--- config.mk ---
export PLATFORM = sky130hd
export DESIGN_NAME = zx_timing_top
export DESIGN_NICKNAME = d
export VERILOG_FILES = /design/src/rtl/zx_timing_pkg.sv /design/src/rtl/clk_enables.sv /design/src/rtl/contention.sv /design/src/rtl/speed_reg.sv /design/src/rtl/video_counters.sv /design/src/rtl/zx_timing_top.sv
export SDC_FILE = /design/constraint.sdc
export NUM_CORES = 1
export LEC_CHECK = 0
export ABC_AREA = 1
export BUFFER_PORTS_ARGS = -buffer_cell sky130_fd_sc_hd__buf_2
export CAP_MARGIN = 10
export CORE_MARGIN = 2
export CORE_UTILIZATION = 45
export DETAILED_ROUTE_END_ITERATION = 10
export PLACE_DENSITY = 0.77
export SYNTH_ARGS = -nofsm -noshare
export SYNTH_HDL_FRONTEND = slang
export SYNTH_HIERARCHICAL = 1
export SYNTH_SLANG_ARGS = --single-unit
--- constraint.sdc ---
create_clock -name clk -period 2.7 [get_ports clk]
set_input_delay 0.27 -clock clk [delete_from_list [all_inputs] [get_ports clk]]
set_output_delay 0.27 -clock clk [all_outputs]
set_load 0.01 [all_outputs]
--- src/rtl/zx_timing_pkg.sv ---
`default_nettype none

package zx_timing_pkg;

  // master clocks in one 1.75 MHz period, one ring stage per master clock
  localparam int RING_LEN = 16;

  // horizontal geometry in 7 MHz pixel clocks
  localparam int H_TOTAL   = 448;
  localparam int H_DISPLAY = 256;

  // vertical geometry in lines
  localparam int V_TOTAL   = 312;
  localparam int V_DISPLAY = 192;

  // the frame interrupt is held low at the start of this line
  localparam int INT_LINE  = 248;
  // length of the low interrupt pulse in pixel clocks
  localparam int INT_WIDTH = 32;

  // both counters need nine bits to reach 447 and 311
  localparam int HC_W = 9;
  localparam int VC_W = 9;

  // CPU speed codes, any code with bit 2 set runs at the full master rate
  localparam logic [3:0] SPEED_3M5 = 4'd0;
  localparam logic [3:0] SPEED_7M  = 4'd1;
  localparam logic [3:0] SPEED_14M = 4'd2;
  localparam logic [3:0] SPEED_28M = 4'd3;

  // I/O address of the turbo register
  localparam logic [15:0] TURBO_PORT = 16'h003B;

  // address bits 15:14 of the contended 16 KB bank
  localparam logic [1:0] CONT_BANK = 2'b01;

endpackage

`default_nettype wire

--- src/rtl/clk_enables.sv ---
`timescale 1ns/1ps
`default_nettype none

module clk_enables import zx_timing_pkg::*; (
  input  logic       clk,
  input  logic       rst_n,
  input  logic       cpu_contention,
  input  logic [3:0] cpu_speed,
  output logic       clk14en,
  output logic       clk7en,
  output logic       clk7en_n,
  output logic       clk35en,
  output logic       clk35en_n,
  output logic       clk175en,
  output logic       clkcpu_enable
);

  // one-hot ring where stage k is set in master cycle k of each 1.75 MHz period
  logic [RING_LEN-1:0] ring;

  // reset parks the ring on stage 0 so that every enable lines up on
  // the first cycle after release
  always_ff @(posedge clk) begin
    if (!rst_n) begin
      ring <= {{(RING_LEN - 1){1'b0}}, 1'b1};
    end else begin
      // rotate left so that the top stage wraps back into stage 0
      ring <= {ring[RING_LEN-2:0], ring[RING_LEN-1]};
    end
  end

  // 14 MHz lands on every even stage
  assign clk14en = |{ring[14], ring[12], ring[10], ring[8],
                     ring[6], ring[4], ring[2], ring[0]};

  // 7 MHz on every fourth stage starting at 0
  assign clk7en = |{ring[12], ring[8], ring[4], ring[0]};

  // the inverted 7 MHz phase sits halfway between the clk7en strobes
  assign clk7en_n = |{ring[14], ring[10], ring[6], ring[2]};

  // 3.5 MHz twice per ring period
  assign clk35en = ring[8] | ring[0];

  // the inverted 3.5 MHz phase comes one master cycle ahead of each clk35en strobe
  assign clk35en_n = ring[15] | ring[7];

  // 1.75 MHz once per ring period
  assign clk175en = ring[0];

  // CPU enable selected by the speed code
  // contention only stretches the CPU at the original 3.5 MHz rate
  // while the faster modes ignore it and simply run through
  always_comb begin
    if (cpu_speed[2]) begin
      // at unlimited speed the CPU steps every master clock
      clkcpu_enable = 1'b1;
    end else begin
      case (cpu_speed)
        // the 28 MHz rate is the master clock itself
        SPEED_28M: clkcpu_enable = 1'b1;
        SPEED_14M: clkcpu_enable = clk14en;
        SPEED_7M:  clkcpu_enable = clk7en;
        SPEED_3M5: clkcpu_enable = clk35en & ~cpu_contention;
        // codes with bit 3 set and bit 2 clear are not defined, so the
        // CPU is held until a valid code is written
        default:   clkcpu_enable = 1'b0;
      endcase
    end
  end

endmodule

`default_nettype wire

--- src/rtl/contention.sv ---
`timescale 1ns/1ps
`default_nettype none

module contention import zx_timing_pkg::*; (
  input  logic [15:0]     cpu_addr,
  input  logic            cpu_mreq,
  input  logic [HC_W-1:0] hc,
  input  logic [VC_W-1:0] vc,
  output logic            cpu_contention
);

  // the access targets the bank that the video fetch shares
  logic in_bank;

  // the beam is inside the visible paper area
  logic in_window;

  // phase within the eight pixel-clock fetch group
  logic [2:0] fetch_phase;

  // the ULA owns the bus during six of every eight pixel clocks
  logic hold_phase;

  assign in_bank = (cpu_addr[15:14] == CONT_BANK);

  // border lines and the right border and retrace are free of fetches
  assign in_window = (vc < VC_W'(V_DISPLAY)) && (hc < HC_W'(H_DISPLAY));

  assign fetch_phase = hc[2:0];

  // phases 6 and 7 leave the bus to the CPU
  assign hold_phase = (fetch_phase < 3'd6);

  // combined hold-off request
  // the speed is not looked at here, only the CPU enable logic knows
  // whether the current rate is affected by contention
  assign cpu_contention = cpu_mreq & in_bank & in_window & hold_phase;

endmodule

`default_nettype wire

--- src/rtl/speed_reg.sv ---
`timescale 1ns/1ps
`default_nettype none

module speed_reg import zx_timing_pkg::*; (
  input  logic        clk,
  input  logic        rst_n,
  input  logic        io_wr,
  input  logic [15:0] io_addr,
  input  logic [7:0]  io_data,
  output logic [3:0]  cpu_speed
);

  // full 16-bit port decode, so mirrors of the turbo port are not taken
  logic port_hit;

  assign port_hit = io_wr && (io_addr == TURBO_PORT);

  // only the low nibble holds the speed code, the upper bits of the
  // written byte have no meaning here
  always_ff @(posedge clk) begin
    if (!rst_n) begin
      // the machine comes up at the original 3.5 MHz rate
      cpu_speed <= SPEED_3M5;
    end else if (port_hit) begin
      cpu_speed <= io_data[3:0];
    end
  end

endmodule

`default_nettype wire

--- src/rtl/video_counters.sv ---
`timescale 1ns/1ps
`default_nettype none

module video_counters import zx_timing_pkg::*; (
  input  logic            clk,
  input  logic            rst_n,
  input  logic            clk7en,
  output logic [HC_W-1:0] hc,
  output logic [VC_W-1:0] vc,
  output logic            int_n
);

  // last count of each counter before it wraps
  localparam logic [HC_W-1:0] HC_LAST = HC_W'(H_TOTAL - 1);
  localparam logic [VC_W-1:0] VC_LAST = VC_W'(V_TOTAL - 1);

  // next beam position, worked out one cycle ahead so the interrupt
  // register can follow the counters without lagging them
  logic [HC_W-1:0] hc_next;
  logic [VC_W-1:0] vc_next;

  // high when the next position falls inside the interrupt pulse
  logic int_active_next;

  // hc_wrap marks the last pixel clock of a line
  logic hc_wrap;

  assign hc_wrap = (hc == HC_LAST);

  always_comb begin
    hc_next = hc;
    vc_next = vc;
    if (clk7en) begin
      if (hc_wrap) begin
        hc_next = '0;
        // the line counter steps only when a line is finished
        if (vc == VC_LAST) begin
          vc_next = '0;
        end else begin
          vc_next = vc + 1'b1;
        end
      end else begin
        hc_next = hc + 1'b1;
      end
    end
  end

  // the pulse covers the first INT_WIDTH pixel clocks of INT_LINE
  assign int_active_next = (vc_next == VC_W'(INT_LINE)) &&
                           (hc_next < HC_W'(INT_WIDTH));

  always_ff @(posedge clk) begin
    if (!rst_n) begin
      hc <= '0;
      vc <= '0;
    end else begin
      hc <= hc_next;
      vc <= vc_next;
    end
  end

  // registered active-low interrupt
  // it is computed from the next position, so it is low on exactly the
  // cycles in which hc and vc show the interrupt window
  always_ff @(posedge clk) begin
    if (!rst_n) begin
      int_n <= 1'b1;
    end else begin
      int_n <= ~int_active_next;
    end
  end

endmodule

`default_nettype wire

--- src/rtl/zx_timing_top.sv ---
`timescale 1ns/1ps
`default_nettype none

module zx_timing_top import zx_timing_pkg::*; (
  input  logic            clk,
  input  logic            rst_n,
  input  logic            io_wr,
  input  logic            cpu_mreq,
  input  logic [15:0]     io_addr,
  input  logic [15:0]     cpu_addr,
  input  logic [7:0]      io_data,
  output logic            clk14en,
  output logic            clk7en,
  output logic            clk7en_n,
  output logic            clk35en,
  output logic            clk35en_n,
  output logic            clk175en,
  output logic            clkcpu_enable,
  output logic            int_n,
  output logic [HC_W-1:0] hc,
  output logic [VC_W-1:0] vc
);

  // speed code from the turbo register to the CPU enable mux
  logic [3:0] cpu_speed;

  // hold-off request from the contention decoder
  logic cpu_contention;

  // turbo register on the I/O bus
  speed_reg u_speed_reg (
    .clk       (clk),
    .rst_n     (rst_n),
    .io_wr     (io_wr),
    .io_addr   (io_addr),
    .io_data   (io_data),
    .cpu_speed (cpu_speed)
  );

  // master ring and every clock enable derived from it
  clk_enables u_clk_enables (
    .clk            (clk),
    .rst_n          (rst_n),
    .cpu_contention (cpu_contention),
    .cpu_speed      (cpu_speed),
    .clk14en        (clk14en),
    .clk7en         (clk7en),
    .clk7en_n       (clk7en_n),
    .clk35en        (clk35en),
    .clk35en_n      (clk35en_n),
    .clk175en       (clk175en),
    .clkcpu_enable  (clkcpu_enable)
  );

  // beam position advances at the 7 MHz pixel rate
  video_counters u_video_counters (
    .clk    (clk),
    .rst_n  (rst_n),
    .clk7en (clk7en),
    .hc     (hc),
    .vc     (vc),
    .int_n  (int_n)
  );

  // contention looks at the beam position and the current CPU access
  contention u_contention (
    .cpu_addr       (cpu_addr),
    .cpu_mreq       (cpu_mreq),
    .hc             (hc),
    .vc             (vc),
    .cpu_contention (cpu_contention)
  );

endmodule

`default_nettype wire

==> results.sh, run 1 <==
export IMPL_multi_input_area_um2=1000
export IMPL_chipWidth_um=70.9
export IMPL_fin_util_pct=56.4
export IMPL_antenna_found_initial=0
export IMPL_synthCells=313
export IMPL_max_slew_margin_rel_pct=67.7
export IMPL_fp_dieArea_um2=5030
export IMPL_cp_common_cell="nand2_1"
export IMPL_port_buffers=51
export IMPL_synthesis_nets=359
export IMPL_clock_sinks=39
export IMPL_dpl_hpwl_um=3270
export IMPL_rsz0062_at_grt="no"
export IMPL_ys_types=28
export IMPL_worst_hold_slack_ps=310
export IMPL_drv_cap=0
export IMPL_startpoint="u_clk_enables/ring[0]"
export IMPL_max_freq_mhz=528
export IMPL_core_area_um2=4320
export IMPL_ys_seq_area_share_pct=38.7
export IMPL_grt_pass1_vias=1814
export IMPL_finalHoldViolCount=0
export IMPL_drive_gt1_share_pct=21.7
export IMPL_num_io_pins=70
export IMPL_grt_pass1_wl_um=7530
export IMPL_wl_per_cell_um=10.3
export IMPL_final_common_cell="nand2_1"
export IMPL_cts_resized=0
export IMPL_vias=1998
export IMPL_maxSlewViolCount=0
export IMPL_grt_total_usage_pct=18.3
export IMPL_post_cts_buffers=0
export IMPL_cts_buffers=5
export IMPL_finalCritPeriodShare_pct=70.1
export IMPL_routed_wl_um=4340
export IMPL_clkTransAtPathRegs_ps=80
export IMPL_hold_path_class="input port to register"
export IMPL_skew_ps=4.41
export IMPL_diodes=0
export IMPL_remaining_drc_errors=0
export IMPL_cpLargestDelayFamily="simple AND/OR/NAND/NOR gates"
export IMPL_h_tree_depth=2
export IMPL_rows=24
export IMPL_crit_chain="nor2_1 > nand2_1 > nand3_2 > nor2_4 > nand2_4 > nor2_1 > nand2_1 > nand2_1 > nand4_1 > nor2_1 > nand2_1"
export IMPL_r2r_start="u_clk_enables/ring[0]"
export IMPL_crit_fanout=10
export IMPL_firstDrtPassIters=5
export IMPL_gp_routability_congestion=0.870
export IMPL_cts_tree="built"
export IMPL_cts_root_buf="clkbuf_8"
export IMPL_end_kind="register"
export IMPL_p_per_area_nw_per_um2=477
export IMPL_die_h_um=70.9
export IMPL_start_util_pct=46.6
export IMPL_crit_type="register to register"
export IMPL_cp_data_arrival_time_ps=2080
export IMPL_layout_nets=414
export IMPL_syn_area_per_cell_um2=6.44
export IMPL_critPathBufInv=0
export IMPL_area_growth_pct=20.9
export IMPL_via_per_inst=4.75
export IMPL_clk_latency_ps=290
export IMPL_overflow=0
export IMPL_clk_path_buf_depth=2
export IMPL_critPathSlowestCell="dfxtp_1"
export IMPL_tightest_slew_ps=484
export IMPL_fillCellCount=447
export IMPL_hold_buffers=0
export IMPL_grt_max_degree=25
export IMPL_setup_tns_ps=0
export IMPL_ir_worst_vdd_mv=0.298
export IMPL_critPathLaunchType="register"
export IMPL_p_leak_nw=1.30
export IMPL_setup_viol=0
export IMPL_dr_first_iter_drc_count=104
export IMPL_mostFrequentLayoutCells="nand2_1, inv_1, nor2_1"
export IMPL_min_delay_start="io_data[2]"
export IMPL_worstPathRequired_ps=2890
export IMPL_register_area_um2=781
export IMPL_period_minus_slack_ps=1890
export IMPL_slowest_delay_ps=390
export IMPL_status="completed"
export IMPL_syn_cell_area_um2=2020
export IMPL_synth_warnings=6
export IMPL_synth_seq_cells=39
export IMPL_drtAntennaViolNets=0
==> synthesized netlist by cell type, drive strengths merged <==
| master | instances | area (µm²) |
|---|---|---|
| a21oi | 4 | 20.0 |
| and2 | 1 | 6.26 |
| buf | 2 | 12.5 |
| clkbuf | 1 | 3.75 |
| dfxtp | 39 | 781 |
| ha | 2 | 25.0 |
| inv | 58 | 218 |
| nand2 | 98 | 388 |
| nand3 | 23 | 138 |
| nand3b | 1 | 7.51 |
| nand4 | 7 | 43.8 |
| nor2 | 62 | 283 |
| nor2b | 1 | 6.26 |
| nor3 | 3 | 15.0 |
| o21ai | 7 | 35.0 |
| o21bai | 2 | 18.8 |
| or2 | 1 | 6.26 |
| xor2 | 1 | 8.76 |
==> cells by family after synthesis <==
kind of cell,synth area share (%)
compound gates,3.66
xor+xnor,0.435
fa+ha+maj,1.24
buf+inv,11.6
flops,38.7
simple gates,44.3
==> metrics by stage <==
step / setup WS, ps / std cells / area [µm²] / total power, mW
floorplan: 1020 / 313 / 2020 / 0.639
global placement: 848 / 413 / 2320 / 0.671
detailed placement: 829 / 413 / 2320 / 0.672
CTS: 812 / 421 / 2440 / 1.17
global route: 603 / 421 / 2440 / 1.20
finish: 807 / 421 / 2440 / 1.16
==> tightest hold or removal path: cells and delay by family <==
kind | cells | cell delay (ps)
and+or+nand+nor | 3 | 190
buffers and inverters | 2 | 100
==> area by class of cell <==
type,count,share of cell area [%]
clock buffer,6,3.39
clock inverter,2,1.44
inverter,58,8.93
multi-input combinational,213,41.1
sequential,39,32.0
tap,52,2.67
timing repair buffer,51,10.5
==> registers in the layout, indices dropped and copies added, names as in the netlist <==
register                flops
u_clk_enables/ring         16
u_video_counters/hc         9
u_video_counters/vc         9
u_speed_reg/cpu_speed       4
u_video_counters/int_n      1
==> path summary, 6_finish.rpt <==
check | endpoint | slack [ps] | cells past startpoint
worst max-delay path | u_video_counters/int_n | 810 | 11
worst min-delay path | u_speed_reg/cpu_speed[2] | 310 | 5
worst min register to register | u_clk_enables/ring[10] | 410 | 2
worst max register to register | u_video_counters/int_n | 810 | 11
==> power by group <==
group	switching, mW	internal [mW]
clock network	0.205	0.299
registers	0.00555	0.581
logic	0.0404	0.0306
==> routing by layer <==
layer | GRT usage, % | share of wire (%) | up-vias
met2 | 30.7 | 46 | 66
met1 | 22.1 | 45 | 870
met3 | 4.70 | 7.5 | 7
li1 | - | - | 1055
met4 | 8.18 | 1.7 | 0
met5 | 0 | 0 | -
Note: power is estimated with default switching activity, not from simulation.
==> run 2: changes to the inputs <==
--- a/config.mk
+++ b/config.mk
@@ -11,7 +11,7 @@
 export CORE_MARGIN = 2
 export CORE_UTILIZATION = 45
 export DETAILED_ROUTE_END_ITERATION = 10
-export PLACE_DENSITY = 0.77
+export PLACE_DENSITY = 0.8
 export SYNTH_ARGS = -nofsm -noshare
 export SYNTH_HDL_FRONTEND = slang
 export SYNTH_HIERARCHICAL = 1
==> constraint.sdc (replaced) <==
create_clock -name clk -period 1.73 [get_ports clk]
set_input_delay 0.173 -clock clk [delete_from_list [all_inputs] [get_ports clk]]
set_output_delay 0.173 -clock clk [all_outputs]
set_load 0.01 [all_outputs]
==> results.sh, run 2 (synthesis results as in run 1) <==
export IMPL_cts_root_buf="clkbuf_8"
export IMPL_num_io_pins=70
export IMPL_crit_type="register to primary output"
export IMPL_mostFrequentLayoutCells="nand2_1, inv_1, buf_2"
export IMPL_antenna_found_initial=0
export IMPL_largest_reg_flops=16
export IMPL_routed_wl_um=4470
export IMPL_hold_path_class="input port to register"
export IMPL_cp_data_arrival_time_ps=1450
export IMPL_top_register="u_clk_enables/ring"
export IMPL_grt_max_degree=23
export IMPL_status="completed"
export IMPL_finalCritPeriodShare_pct=93.9
export IMPL_firstDrtPassIters=4
export IMPL_clk_latency_ps=300
export IMPL_min_delay_start="rst_n"
export IMPL_r2r_start="u_video_counters/vc[1]"
export IMPL_drv_cap=0
export IMPL_gp_routability_congestion=0.794
export IMPL_start_util_pct=46.6
export IMPL_fillCellCount=425
export IMPL_reg2reg_slack_ps=150
export IMPL_fp_dieArea_um2=5030
export IMPL_top_regs="u_clk_enables/ring: 16 flops, u_video_counters/hc: 9 flops, u_video_counters/vc: 9 flops"
export IMPL_overflow=0
export IMPL_p_total_mw=1.80
export IMPL_wl_per_cell_um=10.4
export IMPL_end_kind="primary output"
export IMPL_layout_cells_non_filler=429
export IMPL_grt_total_usage_pct=18.6
export IMPL_hold_depth=3
export IMPL_ir_worst_vdd_mv=0.773
export IMPL_dp_cells=421
export IMPL_max_freq_mhz=616
export IMPL_finalHoldViolCount=0
export IMPL_skew_ps=7.75
export IMPL_max_slew_margin_rel_pct=65.8
export IMPL_reg2reg_depth=10
export IMPL_drive_gt1_share_pct=27.3
export IMPL_clk_path_buf_depth=2
export IMPL_dpl_hpwl_um=3310
export IMPL_finish_instance_area_um2=2550
export IMPL_layout_nets=422
export IMPL_remaining_drc_errors=0
export IMPL_die_h_um=70.9
export IMPL_area_growth_pct=26.4
export IMPL_cts_buffers=5
export IMPL_grt_pass1_vias=1790
export IMPL_p_per_area_nw_per_um2=708
export IMPL_crit_fanout=4
export IMPL_grt_pass1_wl_um=7430
export IMPL_via_per_inst=4.69
export IMPL_rsz0062_at_grt="yes"
export IMPL_r2r_end="u_video_counters/int_n"
export IMPL_maxSlewViolCount=0
export IMPL_hold_buffers=0
export IMPL_final_common_cell="nand2_1"
export IMPL_critPathLaunchType="register"
export IMPL_diodes=0
export IMPL_vias=2014
export IMPL_placed_area_um2=2380
export IMPL_dr_first_iter_drc_count=118
export IMPL_chipWidth_um=70.9
export IMPL_rows=24
export IMPL_core_area_um2=4320
export IMPL_period_minus_slack_ps=1620
export IMPL_port_buffers=51
export IMPL_hold_path_end="u_video_counters/vc[5]"
export IMPL_h_tree_depth=2
export IMPL_tightest_slew_ps=512
export IMPL_drtAntennaViolNets=0
export IMPL_cts_tree="built"
export IMPL_worstPathRequired_ps=1560
export IMPL_setup_viol=0
export IMPL_clkTransAtPathRegs_ps=80
export IMPL_p_leak_nw=1.34
export IMPL_clock_sinks=39
==> run 2: cell types whose count changed in the layout (fill, tap and decap cells not counted), moves of 2 or more <==
cell     delta
nor2_1      -4
buf_4       +8
nor2_2      +4
dfxtp_4     +2
nand3_1     -2
dfxtp_1     -6
dfxtp_2     +4
==> run 2: critical path, cell delays in order, from the launching register on <==
cell and delay, ps:
dfxtp_2 340, buf_4 140, nand2_1 60, nand3_2 80
nor2_2 90, inv_1 50, nand2_1 70, nor2_2 30
nor2_1 80, nand4_1 70, buf_2 150
==> run 2: cell type report <==
cell class	count	area [µm²]	share of cell area, %
clock inverters	3	43.8	1.72
flip-flops and latches	39	793	31.1
clock buffers	5	68.8	2.70
multi-input cells	213	1040	41.0
repair buffers	59	315	12.4
inverters	58	218	8.55
well taps	52	65.1	2.55
==> run 2: worst max path at each step <==
stage | depth (start not counted) | slack [ps] | endpoint | start
finish | 10 | 110 | clkcpu_enable | u_video_counters/hc[1]
floorplan | 11 | 50 | u_video_counters/int_n | u_clk_enables/ring[0]
detailed placement | 13 | 70 | u_video_counters/int_n | u_clk_enables/ring[0]
global placement | 10 | 80 | u_video_counters/int_n | u_video_counters/hc[0]
CTS | 13 | 50 | u_video_counters/int_n | u_clk_enables/ring[0]
global route | 9 | -20 | u_video_counters/int_n | u_video_counters/hc[2]
==> run 2: layer usage <==
metal  global-route usage [%]  vias up  part of all wire, %  routed length (µm)
met3                     6.41        4                  4.9                 217
met5                        0        -                    0                   0
met1                     22.0      881                   45                2000
li1                         -     1071                    -                   -
met4                     6.71        0                 0.69                  31
met2                     31.4       58                   50                2220
==> run 2: where the power goes <==
part           total, mW  switching [mW]  internal (mW)
clock network      0.760           0.331          0.429
logic              0.128          0.0692         0.0586
registers          0.916         0.00895          0.907
total               1.80           0.409           1.39
==> run 2: timing repair <==
item	CTS	global route
buffers inserted	0	0
resized for setup	0	19
setup endpoints to repair	0	2
==> run 2: stage by stage <==
stage / hold slack, ps / worst slack [ps] / util (%) / setup TNS [ps]
final: 147 / 106 / 58.9 / 0
after global routing: 158 / -24.3 / 58.9 / -24.3
after CTS: 140 / 47.4 / 57.6 / 0
after detailed placement: 397 / 73.1 / 55.0 / 0
after global placement: 392 / 81.8 / 55.0 / 0
after floorplan: 294 / 48.5 / - / 0
==> run 3: changes to the inputs <==
--- a/config.mk
+++ b/config.mk
@@ -12,6 +12,7 @@
 export CORE_UTILIZATION = 45
 export DETAILED_ROUTE_END_ITERATION = 10
 export PLACE_DENSITY = 0.8
+export SETUP_SLACK_MARGIN = 0.3
 export SYNTH_ARGS = -nofsm -noshare
 export SYNTH_HDL_FRONTEND = slang
 export SYNTH_HIERARCHICAL = 1
==> results.sh, run 3 (synthesis results as in run 1) <==
export IMPL_cp_data_arrival_time_ps=1760
export IMPL_worstPathRequired_ps=1920
export IMPL_crit_type="register to register"
export IMPL_clk_latency_ps=290
export IMPL_multi_input_area_um2=1140
export IMPL_gp_routability_congestion=0.782
export IMPL_antenna_found_initial=0
export IMPL_layout_nets=431
export IMPL_r2r_start="u_clk_enables/ring[12]"
export IMPL_p_leak_nw=1.42
export IMPL_endpoint="u_video_counters/int_n"
export IMPL_largest_reg_flops=16
export IMPL_top_register="u_clk_enables/ring"
export IMPL_top_regs="u_clk_enables/ring: 16 flops, u_video_counters/hc: 9 flops, u_video_counters/vc: 9 flops"
export IMPL_cts_tree="built"
export IMPL_core_area_um2=4320
export IMPL_chipWidth_um=70.9
export IMPL_grt_total_usage_pct=20.4
export IMPL_drv_cap=0
export IMPL_drtAntennaViolNets=0
export IMPL_finalHoldViolCount=0
export IMPL_drive_gt1_share_pct=35.5
export IMPL_fillCellCount=398
export IMPL_max_freq_mhz=635
export IMPL_clkTransAtPathRegs_ps=80
export IMPL_reg2reg_depth=12
export IMPL_critPathSlowestCell="dfxtp_4"
export IMPL_grt_max_degree=23
export IMPL_min_delay_start="rst_n"
export IMPL_cts_buffers=5
export IMPL_max_slew_margin_rel_pct=65.4
export IMPL_setup_viol=0
export IMPL_period_minus_slack_ps=1580
export IMPL_dr_first_iter_drc_count=160
export IMPL_routed_wl_um=5140
export IMPL_rsz0062_at_grt="yes"
export IMPL_h_tree_depth=2
export IMPL_maxSlewViolCount=0
export IMPL_cpLargestDelayFamily="simple AND/OR/NAND/NOR gates"
export IMPL_num_io_pins=70
export IMPL_startpoint="u_clk_enables/ring[12]"
export IMPL_fp_dieArea_um2=5030
export IMPL_overflow=0
export IMPL_slowest_delay_ps=380
export IMPL_reg2reg_slack_ps=150
export IMPL_wl_per_cell_um=11.7
export IMPL_dpl_hpwl_um=3530
export IMPL_clk_path_buf_depth=2
export IMPL_remaining_drc_errors=0
export IMPL_hold_path_class="input port to register"
export IMPL_skew_ps=4.82
export IMPL_crit_fanout=5
export IMPL_fin_ws_ps=155
export IMPL_diodes=0
export IMPL_final_common_cell="nand2_1"
export IMPL_mostFrequentLayoutCells="nand2_1, inv_1, buf_2"
export IMPL_rows=24
export IMPL_area_growth_pct=36.0
export IMPL_start_util_pct=46.6
export IMPL_grt_pass1_vias=2004
export IMPL_register_area_um2=817
export IMPL_crit_chain="nor2_4 > nand2_4 > nand3_4 > inv_2 > nand2_2 > nor2_4 > buf_4 > nand2_1 > nand2_2 > nand4_1 > nor2_1 > nand2_1"
export IMPL_hold_depth=3
export IMPL_clock_sinks=39
export IMPL_die_h_um=70.9
export IMPL_r2r_end="u_video_counters/int_n"
export IMPL_vias=2117
export IMPL_finalCritPeriodShare_pct=91.1
export IMPL_firstDrtPassIters=4
export IMPL_port_buffers=51
export IMPL_grt_pass1_wl_um=8340
export IMPL_status="completed"
export IMPL_cp_num_cells=12
export IMPL_tightest_slew_ps=518
export IMPL_cts_root_buf="clkbuf_8"
export IMPL_p_per_area_nw_per_um2=663
export IMPL_end_kind="register"
export IMPL_setup_tns_ps=0
export IMPL_via_per_inst=4.83
export IMPL_critPathBufInv=2
export IMPL_critPathLaunchType="register"
export IMPL_pre_cts_ws_ps=103
export IMPL_ir_worst_vdd_mv=0.821
==> run 3: report_power, final <==
part	switching [mW]	total, mW	leakage, nW	internal (mW)
Combinational	0.0747	0.137	1.04	0.0625
Clock	0.340	0.770	0.0581	0.430
Sequential	0.0106	0.911	0.324	0.900
==> run 3: cell type report <==
type | count | share of cell area (%)
Multi-Input combinational cell | 213 | 41.5
Timing Repair Buffer | 68 | 14.2
Inverter | 58 | 7.94
Clock buffer | 5 | 2.51
Clock inverter | 3 | 1.60
Sequential cell | 39 | 29.8
Tap cell | 52 | 2.37
==> run 3: worst min-delay path by stage <==
stage / to
finish: u_video_counters/vc[5]
global route: u_video_counters/vc[5]
CTS: u_video_counters/vc[5]
detailed placement: u_clk_enables/ring[10]
global placement: u_clk_enables/ring[2]
floorplan: u_speed_reg/cpu_speed[0]
==> run 3: per-stage QoR <==
stage | utilization, % | power (mW) | area (µm²) | instances | hold WS (ps)
floorplan | - | 1.00 | 2080 | 313 | 294
global placement | 55.9 | 1.06 | 2420 | 417 | 393
detailed placement | 55.9 | 1.06 | 2420 | 417 | 398
CTS | 61.0 | 1.83 | 2640 | 432 | 152
global route | 63.4 | 1.89 | 2740 | 438 | 155
finish | 63.4 | 1.82 | 2740 | 438 | 157
==> run 3: worst register-to-register path: stages, from the launching register on <==
cell and delay, ps:
dfxtp_4 380, nor2_4 50, nand2_4 90, nand3_4 100, inv_2 100, nand2_2 70, nor2_4 170, buf_4 150
nand2_1 60, nand2_2 70, nand4_1 100, nor2_1 90, nand2_1 50
==> run 3: routing by layer <==
metal | share of wire (%) | global-route usage [%]
met1 | 42 | 24.7
met2 | 53 | 36.7
met3 | 4.3 | 3.85
met4 | 0.88 | 6.29
met5 | 0 | 0
==> run 3: timing repair <==
action | in CTS | in global routing
gates resized for setup | 20 | 22
hold buffers | 0 | 0
setup endpoints to repair | 3 | 11
setup buffers | 7 | 6
endpoints found under the hold margin | 0 | 0
pin swaps | 8 | 12
